### src/source/pll_rcfg_pkg.sv
// PLL reconfiguration front end package
// Bus sizes, soft CSR register map, identifier and the channel address view
// shared by the splitter, the channel ports and the top level

package pll_rcfg_pkg;

  // Channel count and shared bus geometry
  localparam int unsigned NUM_CHANNELS   = 4;
  localparam int unsigned CHNL_SEL_BITS  = 2;
  localparam int unsigned CHNL_ADDR_BITS = 10;
  localparam int unsigned USER_ADDR_BITS = CHNL_SEL_BITS + CHNL_ADDR_BITS;
  localparam int unsigned USER_DATA_BITS = 32;
  localparam int unsigned CHNL_DATA_BITS = 8;

  // Soft CSR register index width and map
  localparam int unsigned CSR_IDX_BITS = 4;
  localparam logic [CSR_IDX_BITS-1:0] CSR_REG_STATUS = 4'd0;
  localparam logic [CSR_IDX_BITS-1:0] CSR_REG_CTRL   = 4'd1;
  localparam logic [CSR_IDX_BITS-1:0] CSR_REG_ID     = 4'd2;

  // Fixed identifier returned by the ID register
  localparam logic [CHNL_DATA_BITS-1:0] CSR_USER_ID = 8'h5A;

  // Depth of the status input synchronizers
  localparam int unsigned SYNC_STAGES = 2;

  // Soft CSR view of a channel address
  // bit 9 selects the local registers, low nibble picks the register
  typedef struct packed {
    logic                                 sel;
    logic [CHNL_ADDR_BITS-CSR_IDX_BITS-2:0] rsvd;
    logic [CSR_IDX_BITS-1:0]              idx;
  } rcfg_csr_addr_t;

  // One channel address, seen either as a hard register address
  // or as a soft CSR select plus index
  typedef union packed {
    logic [CHNL_ADDR_BITS-1:0] hw;
    rcfg_csr_addr_t            csr;
  } rcfg_addr_u;

endpackage

### src/source/rcfg_if_splitter.sv
// Shared reconfiguration bus splitter
// Decodes the channel select from the upper address bits, raises the strobe
// of that channel only and narrows write data to the channel byte width.
// Read data and waitrequest come back from the selected channel.

`timescale 1ns/1ps

module rcfg_if_splitter
  import pll_rcfg_pkg::*;
(
  // Clock and reset are observed by the bound protocol checks only
  input  logic                                          reconfig_clk,
  input  logic                                          rst_n,

  // Shared bus from the user side
  input  logic                                          reconfig_read,
  input  logic                                          reconfig_write,
  input  logic [USER_ADDR_BITS-1:0]                     reconfig_address,
  input  logic [USER_DATA_BITS-1:0]                     reconfig_writedata,
  output logic [USER_DATA_BITS-1:0]                     reconfig_readdata,
  output logic                                          reconfig_waitrequest,

  // Split per channel buses
  output logic [NUM_CHANNELS-1:0]                       chnl_read,
  output logic [NUM_CHANNELS-1:0]                       chnl_write,
  output rcfg_addr_u [NUM_CHANNELS-1:0]                 chnl_address,
  output logic [NUM_CHANNELS-1:0][CHNL_DATA_BITS-1:0]   chnl_writedata,
  input  logic [NUM_CHANNELS-1:0][CHNL_DATA_BITS-1:0]   chnl_readdata,
  input  logic [NUM_CHANNELS-1:0]                       chnl_waitrequest
);

  logic [CHNL_SEL_BITS-1:0] chnl_sel;
  logic [CHNL_DATA_BITS-1:0] sel_readdata;

  // Channel number sits directly above the per-channel address
  assign chnl_sel = reconfig_address[CHNL_ADDR_BITS +: CHNL_SEL_BITS];

  // Fan out to all channels, only the addressed one sees a strobe
  always_comb begin
    for (int i = 0; i < NUM_CHANNELS; i++) begin
      chnl_read[i]       = reconfig_read  & (chnl_sel == CHNL_SEL_BITS'(i));
      chnl_write[i]      = reconfig_write & (chnl_sel == CHNL_SEL_BITS'(i));
      chnl_address[i].hw = reconfig_address[CHNL_ADDR_BITS-1:0];
      // Upper bytes of the shared write data are dropped
      chnl_writedata[i]  = reconfig_writedata[CHNL_DATA_BITS-1:0];
    end
  end

  // Return path from the selected channel
  assign sel_readdata = chnl_readdata[chnl_sel];

  assign reconfig_readdata    = {{(USER_DATA_BITS-CHNL_DATA_BITS){1'b0}}, sel_readdata};
  assign reconfig_waitrequest = chnl_waitrequest[chnl_sel];

endmodule

### src/source/chnl_csr_port.sv
// Per channel CSR port
// Steers each access either to the transceiver bus or to the local soft CSR
// block, which holds synchronized status, a powerdown override and an ID

`timescale 1ns/1ps

module chnl_csr_port
  import pll_rcfg_pkg::*;
(
  input  logic                        reconfig_clk,
  input  logic                        rst_n,

  // Channel bus from the splitter
  input  logic                        chnl_read,
  input  logic                        chnl_write,
  input  rcfg_addr_u                  chnl_address,
  input  logic [CHNL_DATA_BITS-1:0]   chnl_writedata,
  output logic [CHNL_DATA_BITS-1:0]   chnl_readdata,
  output logic                        chnl_waitrequest,

  // Transceiver register bus
  output logic                        avmm_read,
  output logic                        avmm_write,
  output logic [CHNL_ADDR_BITS-1:0]   avmm_address,
  output logic [CHNL_DATA_BITS-1:0]   avmm_writedata,
  input  logic [CHNL_DATA_BITS-1:0]   avmm_readdata,
  input  logic                        avmm_waitrequest,

  // PLL status and powerdown
  input  logic                        in_pll_powerdown,
  input  logic                        in_pll_locked,
  input  logic                        in_pll_cal_busy,
  input  logic                        in_avmm_busy,
  output logic                        out_pll_powerdown
);

  logic                             csr_sel;
  logic                             csr_read;
  logic                             csr_write;
  logic                             csr_ack_q;
  logic [CHNL_DATA_BITS-1:0]        csr_readdata;

  logic [2:0]                       stat_in;
  logic [SYNC_STAGES-1:0][2:0]      stat_sync_q;
  logic [2:0]                       stat_sync;

  // bit 0 override enable, bit 1 override value
  logic [1:0]                       ctrl_q;

  // Address bit 9 picks the soft CSR block
  assign csr_sel   = chnl_address.csr.sel;
  assign csr_read  = chnl_read  & csr_sel;
  assign csr_write = chnl_write & csr_sel;

  // Hard register path, a CSR access never shows up here
  assign avmm_read      = chnl_read  & ~csr_sel;
  assign avmm_write     = chnl_write & ~csr_sel;
  assign avmm_address   = chnl_address.hw;
  assign avmm_writedata = chnl_writedata;

  // CSR handshake
  // First cycle of a strobe stalls, the second one completes
  always_ff @(posedge reconfig_clk or negedge rst_n) begin
    if (!rst_n) begin
      csr_ack_q <= 1'b0;
    end else begin
      csr_ack_q <= (csr_read | csr_write) & ~csr_ack_q;
    end
  end

  // Status synchronizers for locked, cal_busy and avmm_busy
  assign stat_in = {in_avmm_busy, in_pll_cal_busy, in_pll_locked};

  always_ff @(posedge reconfig_clk or negedge rst_n) begin
    if (!rst_n) begin
      stat_sync_q <= '0;
    end else begin
      stat_sync_q <= {stat_sync_q[SYNC_STAGES-2:0], stat_in};
    end
  end

  assign stat_sync = stat_sync_q[SYNC_STAGES-1];

  // Control register, written on the completing edge
  always_ff @(posedge reconfig_clk or negedge rst_n) begin
    if (!rst_n) begin
      ctrl_q <= 2'b00;
    end else if (csr_write && csr_ack_q && chnl_address.csr.idx == CSR_REG_CTRL) begin
      ctrl_q <= chnl_writedata[1:0];
    end
  end

  // CSR read mux
  always_comb begin
    case (chnl_address.csr.idx)
      CSR_REG_STATUS: csr_readdata = {4'b0000, in_pll_powerdown, stat_sync};
      CSR_REG_CTRL:   csr_readdata = {6'b000000, ctrl_q};
      CSR_REG_ID:     csr_readdata = CSR_USER_ID;
      default:        csr_readdata = '0;
    endcase
  end

  // Return path back to the splitter
  assign chnl_waitrequest = csr_sel ? ~csr_ack_q   : avmm_waitrequest;
  assign chnl_readdata    = csr_sel ? csr_readdata : avmm_readdata;

  // Powerdown follows the input unless the override is on
  assign out_pll_powerdown = ctrl_q[0] ? ctrl_q[1] : in_pll_powerdown;

endmodule

### src/source/pll_rcfg_top.sv
// PLL reconfiguration front end top level
// One shared reconfiguration bus split over four channels, each with its
// own transceiver register bus and soft CSR block

`timescale 1ns/1ps

module pll_rcfg_top
  import pll_rcfg_pkg::*;
(
  input  logic                                          reconfig_clk,
  input  logic                                          rst_n,

  // Shared reconfiguration bus
  input  logic                                          reconfig_read,
  input  logic                                          reconfig_write,
  input  logic [USER_ADDR_BITS-1:0]                     reconfig_address,
  input  logic [USER_DATA_BITS-1:0]                     reconfig_writedata,
  output logic [USER_DATA_BITS-1:0]                     reconfig_readdata,
  output logic                                          reconfig_waitrequest,

  // Transceiver register buses, one per channel
  output logic [NUM_CHANNELS-1:0]                       avmm_read,
  output logic [NUM_CHANNELS-1:0]                       avmm_write,
  output logic [NUM_CHANNELS-1:0][CHNL_ADDR_BITS-1:0]   avmm_address,
  output logic [NUM_CHANNELS-1:0][CHNL_DATA_BITS-1:0]   avmm_writedata,
  input  logic [NUM_CHANNELS-1:0][CHNL_DATA_BITS-1:0]   avmm_readdata,
  input  logic [NUM_CHANNELS-1:0]                       avmm_waitrequest,

  // PLL status in, powerdown out per channel
  input  logic                                          in_pll_powerdown,
  input  logic                                          in_pll_locked,
  input  logic                                          in_pll_cal_busy,
  input  logic                                          in_avmm_busy,
  output logic [NUM_CHANNELS-1:0]                       out_pll_powerdown
);

  logic [NUM_CHANNELS-1:0]                      chnl_read;
  logic [NUM_CHANNELS-1:0]                      chnl_write;
  rcfg_addr_u [NUM_CHANNELS-1:0]                chnl_address;
  logic [NUM_CHANNELS-1:0][CHNL_DATA_BITS-1:0]  chnl_writedata;
  logic [NUM_CHANNELS-1:0][CHNL_DATA_BITS-1:0]  chnl_readdata;
  logic [NUM_CHANNELS-1:0]                      chnl_waitrequest;

  rcfg_if_splitter i_rcfg_if_splitter (
    .reconfig_clk         (reconfig_clk),
    .rst_n                (rst_n),
    .reconfig_read        (reconfig_read),
    .reconfig_write       (reconfig_write),
    .reconfig_address     (reconfig_address),
    .reconfig_writedata   (reconfig_writedata),
    .reconfig_readdata    (reconfig_readdata),
    .reconfig_waitrequest (reconfig_waitrequest),
    .chnl_read            (chnl_read),
    .chnl_write           (chnl_write),
    .chnl_address         (chnl_address),
    .chnl_writedata       (chnl_writedata),
    .chnl_readdata        (chnl_readdata),
    .chnl_waitrequest     (chnl_waitrequest)
  );

  // One CSR port per channel
  for (genvar g = 0; g < NUM_CHANNELS; g++) begin : g_chnl
    chnl_csr_port i_chnl_csr_port (
      .reconfig_clk      (reconfig_clk),
      .rst_n             (rst_n),
      .chnl_read         (chnl_read[g]),
      .chnl_write        (chnl_write[g]),
      .chnl_address      (chnl_address[g]),
      .chnl_writedata    (chnl_writedata[g]),
      .chnl_readdata     (chnl_readdata[g]),
      .chnl_waitrequest  (chnl_waitrequest[g]),
      .avmm_read         (avmm_read[g]),
      .avmm_write        (avmm_write[g]),
      .avmm_address      (avmm_address[g]),
      .avmm_writedata    (avmm_writedata[g]),
      .avmm_readdata     (avmm_readdata[g]),
      .avmm_waitrequest  (avmm_waitrequest[g]),
      .in_pll_powerdown  (in_pll_powerdown),
      .in_pll_locked     (in_pll_locked),
      .in_pll_cal_busy   (in_pll_cal_busy),
      .in_avmm_busy      (in_avmm_busy),
      .out_pll_powerdown (out_pll_powerdown[g])
    );
  end

endmodule

### config.mk
export PLATFORM = sky130hd
export DESIGN_NAME = pll_rcfg_top
export DESIGN_NICKNAME = d
export VERILOG_FILES = /design/src/source/pll_rcfg_pkg.sv /design/src/source/rcfg_if_splitter.sv /design/src/source/chnl_csr_port.sv /design/src/source/pll_rcfg_top.sv
export SDC_FILE = /design/constraint.sdc
export NUM_CORES = 1
export LEC_CHECK = 0
export ABC_AREA = 0
export BUFFER_PORTS_ARGS = -buffer_cell sky130_fd_sc_hd__buf_2
export CAP_MARGIN = 25
export CELL_PAD_IN_SITES_DETAIL_PLACEMENT = 0
export CELL_PAD_IN_SITES_GLOBAL_PLACEMENT = 1
export CORE_ASPECT_RATIO = 2
export CORE_MARGIN = 2
export CORE_UTILIZATION = 24
export CTS_CLUSTER_SIZE = 8
export DETAILED_ROUTE_END_ITERATION = 6
export MAX_ROUTING_LAYER = met4
export PLACE_DENSITY_LB_ADDON = 0.25
export SYNTH_ARGS = -nofsm -noshare
export SYNTH_HDL_FRONTEND = slang
export SYNTH_SLANG_ARGS = --single-unit
export TNS_END_PERCENT = 5
### constraint.sdc
create_clock -name reconfig_clk -period 1.9 [get_ports reconfig_clk]
set_clock_uncertainty 0.15 [all_clocks]
set_input_delay 0.095 -clock reconfig_clk [delete_from_list [all_inputs] [get_ports reconfig_clk]]
set_output_delay 0.095 -clock reconfig_clk [all_outputs]
set_load 0.03 [all_outputs]
Word-level counts from Yosys, hierarchy flattened
Index checks and enable logic that the tools add are counted.
Widths: inputs -> output; s select.
- register bits after elaboration: 18
- input bits: 88
- output and inout bits: 117
- equal/unequal tests: 5
- reductions and logical operators: 10
- order comparisons: 1
- bitwise gates (word level): 37
- multiplexer cells: 20
- operator list (operator ; count):
    $pmux 7 s3 ; 4
    $mux 8 ; 5
    $and 1x1->1 ; 28
    $bmux 8 s2 ; 1
    $mux 1 ; 9
    $logic_and 1x1->1 ; 8
    $not 1->1 ; 5
    $eq 2x2->1 const B ; 2
    $eq 4x1->1 const B ; 1
    $eq 4x2->1 const B ; 1
    $logic_not 4->1 ; 1
    $or 1x1->1 ; 4
    $lt 2x3->1 const B ; 1
    $bmux 1 s2 ; 1
    $eq 2x1->1 const B ; 1
    $logic_not 2->1 ; 1

Logic depth before layout (Yosys ltp)
- word-level depth: 5
- gate-level depth with buffers: 6
- gate-level depth less buffers: 3

Hierarchy
Synthesis repeated with hierarchy kept, for this count alone.
- cells, all modules: 366
- area, all modules: 3427.0 um^2
- modules (own cells, without submodules) (module ; area an instance (um^2) ; times used ; cells an instance):
    chnl_csr_port ; 591.8 ; 4 ; 62
    rcfg_if_splitter ; 1059.8 ; 1 ; 118

Worst setup path after synthesis
OpenSTA, ideal clock, no wires.
- path type: input port to output port
- start point: in reconfig_address[11]
- end point: out reconfig_readdata[2]
- arrival: 1.355 ns
- stages on the path: 5
- buffers on the path: 2
- slack: 0.300 ns
- data required time: 1.655 ns
- cell sequence: clkbuf_8 -> buf_2 -> mux4_2 -> inv_1 -> o21ai_0
- word-level cells in the longest chain between the ends: 2
- ends and longest elaborated chain (item ; RTL line ; text):
    start: declaration ; pll_rcfg_top.sv:16 ; input logic [USER_ADDR_BITS-1:0] reconfig_address,
    $bmux 8 s2 ; rcfg_if_splitter.sv:50 ; assign sel_readdata = chnl_readdata[chnl_sel];
    $mux 8 (implied by the code) ; rcfg_if_splitter.sv:50 ;
    end: declaration ; pll_rcfg_top.sv:18 ; output logic [USER_DATA_BITS-1:0] reconfig_readdata,
Every way passes these cells. The select of a mux whose other input is x is not followed.

Worst setup path after layout
- start point: reg g_chnl[2].i_chnl_csr_port.ctrl_q[0]
- end point: out reconfig_readdata[0]
- word-level cells in the longest chain between the ends: 4
- ends and longest elaborated chain (item ; RTL line ; text):
    start: declaration ; chnl_csr_port.sv:48 ; logic [1:0] ctrl_q;
    start signal: assignment ; chnl_csr_port.sv:89 ; ctrl_q <= chnl_writedata[1:0];
    $pmux 7 s3 ; chnl_csr_port.sv:95 ; case (chnl_address.csr.idx)
    $mux 8 ; chnl_csr_port.sv:105 ; assign chnl_readdata = csr_sel ? csr_readdata : avmm_readdata;
    $bmux 8 s2 ; rcfg_if_splitter.sv:50 ;
    $mux 8 (implied by the code) ; rcfg_if_splitter.sv:50 ;
Every way passes these cells. The select of a mux whose other input is x is not followed.

==> results.json <==
{
  "clock-sinks": 18,
  "cp_num_cells": 4,
  "crit_path_frequent_cell": "nand3_1",
  "synth_commonest_cells": "108 x buf_4, 18 x dfrtp_1, 16 x mux2_2",
  "hp-start": "reconfig_writedata[4]",
  "core_area_sq_um": 8290,
  "grt_max_degree": 20,
  "switchingPower_uw": 440,
  "finalHoldViolCount": 0,
  "syn_inst": 217,
  "critPathTopFamily": "multiplexers",
  "worst_slack_ns": 0.180,
  "synth_warnings": 0,
  "start_util_pct": 24.9,
  "power_mw": 1.30,
  "routed_wl_mm": 4.64,
  "finalSetupTns_ns": 0,
  "placed_cell_area_sq_um": 1940,
  "synth_top_area_cell": "buf_4",
  "drv_cap": 0,
  "drive_gt1_share_pct": 59.5,
  "syn_to_final_growth_pct": 0.121,
  "htree_levels": 1,
  "timing.rr.end": "g_chnl[0].i_chnl_csr_port.ctrl_q[0]",
  "first_global_vias": 1382,
  "synth_edf_count": 0,
  "critPathLaunch": "g_chnl[2].i_chnl_csr_port.ctrl_q[0]",
  "timing.rr.start": "g_chnl[0].i_chnl_csr_port.csr_ack_q",
  "portBuffers": 101,
  "die_h_um": 135,
  "min_path_cells": 0,
  "die_area_sq_um": 9410,
  "clock-root-buffer": "clkbuf_16",
  "pre_cts_slack_ns": 0.149,
  "worstPathBufferInverterCount": 1,
  "busiest_layer": "met2",
  "rows": 47,
  "leakage_nw": 1.05,
  "tritoncts": "built",
  "crit_path_end_kind": "primary output",
  "ios": 205,
  "async_flop_share_pct": 100,
  "cts.path.max_buffers": 2,
  "synth_seq_area_share_pct": 21.8,
  "crit_type": "reg -> out",
  "synth_area_per_cell_sq_um": 9.52,
  "place.gp.congestion": 0.708,
  "drtAntennaViolNets": 0,
  "swShare_pct": 33.9,
  "outcome": "finished, final reports clean",
  "power_density_nw_per_um2": 629,
  "fmax_mhz": 581,
  "reg2reg_slack_ns": 0.28,
  "setup.worst_path.start_class": "register",
  "via_per_inst": 4.02,
  "crit_path_top_delay_cell": "mux4_2",
  "die_width_um": 69.6,
  "worstPathCellList": "mux4_2 -> nand3_1 -> nand3_1 -> buf_2",
  "grt_antenna_before_repair": 0,
  "intPower_uw": 860,
  "insertion_delay_ns": 0.25,
  "ys_seq_elements": 18,
  "dr.pass1.iters": 4,
  "drc": 0,
  "hold_path.class": "in -> out",
  "yosys-top-cells-area": "buf_4 39%, dfrtp_1 22%, mux4_2 9.8%",
  "path_clk_slew_ns": 0.05,
  "grt_pass1_wl_mm": 6.99,
  "num_antenna_cells": 0,
  "met3_usage_pct": 1.41,
  "seqPwrFrac_pct": 30.8,
  "period_needed_ns": 1.72,
  "reg2reg_depth": 3,
  "rsz0062_at_grt": "false",
  "grt_overflow_total": 0,
  "synth_area_sq_um": 2070,
  "pwr-share-clk_pct": 35.8,
  "place_hpwl_mm": 4.02,
  "synth_most_common_cell": "buf_4",
  "synth_cell_types": 31,
  "gr-usage-met1_pct": 8.67,
  "via_count": 1346,
  "peakVddDrop_v": 0.000217,
  "final-setup-viol-count": 0,
  "nNetsFinal": 326,
  "synth_top_area_share_pct": 39.2,
  "min_to": "avmm_writedata[12]",
  "stdcell_area_sq_um": 2070,
  "drt_iter0_drc": 28,
  "critPathMaxStageDelay_ns": 0.49,
  "slew_violations": 0,
  "relSlewSlack_pct": 63.4,
  "synthFlopType": "dfrtp_1",
  "crit_required_ns": 1.65,
  "crit_arrival_ns": 1.48,
  "combPwrFrac_pct": 33.4,
  "critPathMaxFanout": 3,
  "track_usage_pct": 9.79,
  "cts_buffers": 3,
  "drt-wirelength-per-cell_um": 13.9,
  "postCtsResizedCells": 0,
  "finalCritPeriodShare_pct": 90.5,
  "worst_pin_slew_ns": 0.543,
  "gr-usage-met2_pct": 19.0
}
-- stage by stage --
stage | cells | utilization [%] | hold WS (ns)
floorplan | 240 | - | -0.351
global placement | 327 | 23.4 | -0.0984
detailed placement | 327 | 23.4 | -0.0974
CTS | 335 | 24.9 | 0.0405
global route | 335 | 24.9 | 0.0401
finish | 335 | 24.9 | 0.0400
-- kinds of logic after synthesis --
logic type	after synthesis	synth area share (%)
flip-flops	18	21.8
multiplexers	29	20.5
buffers and inverters	120	42.9
AO/OA/AOI/OAI	10	2.85
AND/OR/NAND/NOR	39	11.8
other	1	0.182
-- flip-flops by register name (all words and copies together), names as in the netlist --
name / flops
g_chnl.i_chnl_csr_port.ctrl_q: 8
g_chnl.i_chnl_csr_port.csr_ack_q: 4
g_chnl.i_chnl_csr_port.stat_sync_q: 3
g_chnl.i_chnl_csr_port.stat_sync: 3
-- cells in the final DEF, fill, tap and decap left out, types with 2 or more instances in the layout --
master	synthesis	final
dlygate4sd3_1	0	4
o21ai_0	6	6
inv_1	4	4
mux4_2	9	9
nor3_1	2	2
nor2b_1	2	2
mux2i_1	4	4
nor3_2	4	4
nor4b_1	3	3
conb_1	1	24
nor2_1	8	8
nand2_1	5	5
nand3b_1	2	2
buf_4	108	4
buf_2	1	101
clkbuf_16	0	3
nand4b_1	2	2
nand2b_1	3	3
mux2_2	16	16
dfrtp_1	18	18
nand3_1	4	4
-- area by class of cell --
type                            instances  area, sq um
Sequential cell                        18          450
Inverter                                4         15.0
Multi-Input combinational cell        102          816
Clock buffer                            4         88.8
Tap cell                               98          123
Timing Repair Buffer                  109          576
Fill cell                             909         6220
-- worst register-to-register path: cells and delay by family (launching register included) --
kind | cells | cell delay (ns)
mux | 1 | 0.36
simple gates | 2 | 0.65
flops | 1 | 0.36
-- routing by layer --
| metal | share of wire (%) | up-vias |
|---|---|---|
| met3 | 7.6 | 15 |
| met2 | 60 | 59 |
| met4 | 2.5 | 0 |
| met1 | 30 | 636 |
| li1 | - | 636 |
| met5 | 0 | - |
-- power by group through the flow --
stage	Combinational [mW]	Clock, mW	Sequential, mW
CTS	0.441	0.478	0.401
detailed placement	0.433	0	0.408
floorplan	0.558	0	0.405
global route	0.466	0.489	0.402
finish	0.434	0.465	0.401
global placement	0.431	0	0.407
-- how the worst max path moves through the flow --
stage,end,slack (ns)
after global placement,g_chnl[3].i_chnl_csr_port.ctrl_q[0],0.15
after global routing,reconfig_readdata[1],0.1
after floorplan,reconfig_readdata[2],0.30
after CTS,reconfig_readdata[0],0.16
after detailed placement,g_chnl[3].i_chnl_csr_port.ctrl_q[0],0.15
final,reconfig_readdata[0],0.18
-- timing repair --
item / in CTS / in global routing
hold endpoints to repair: 21 / 0
setup buffers: 0 / 0
hold buffers: 4 / 0
No activity file was read; power rests on OpenSTA's default activity.
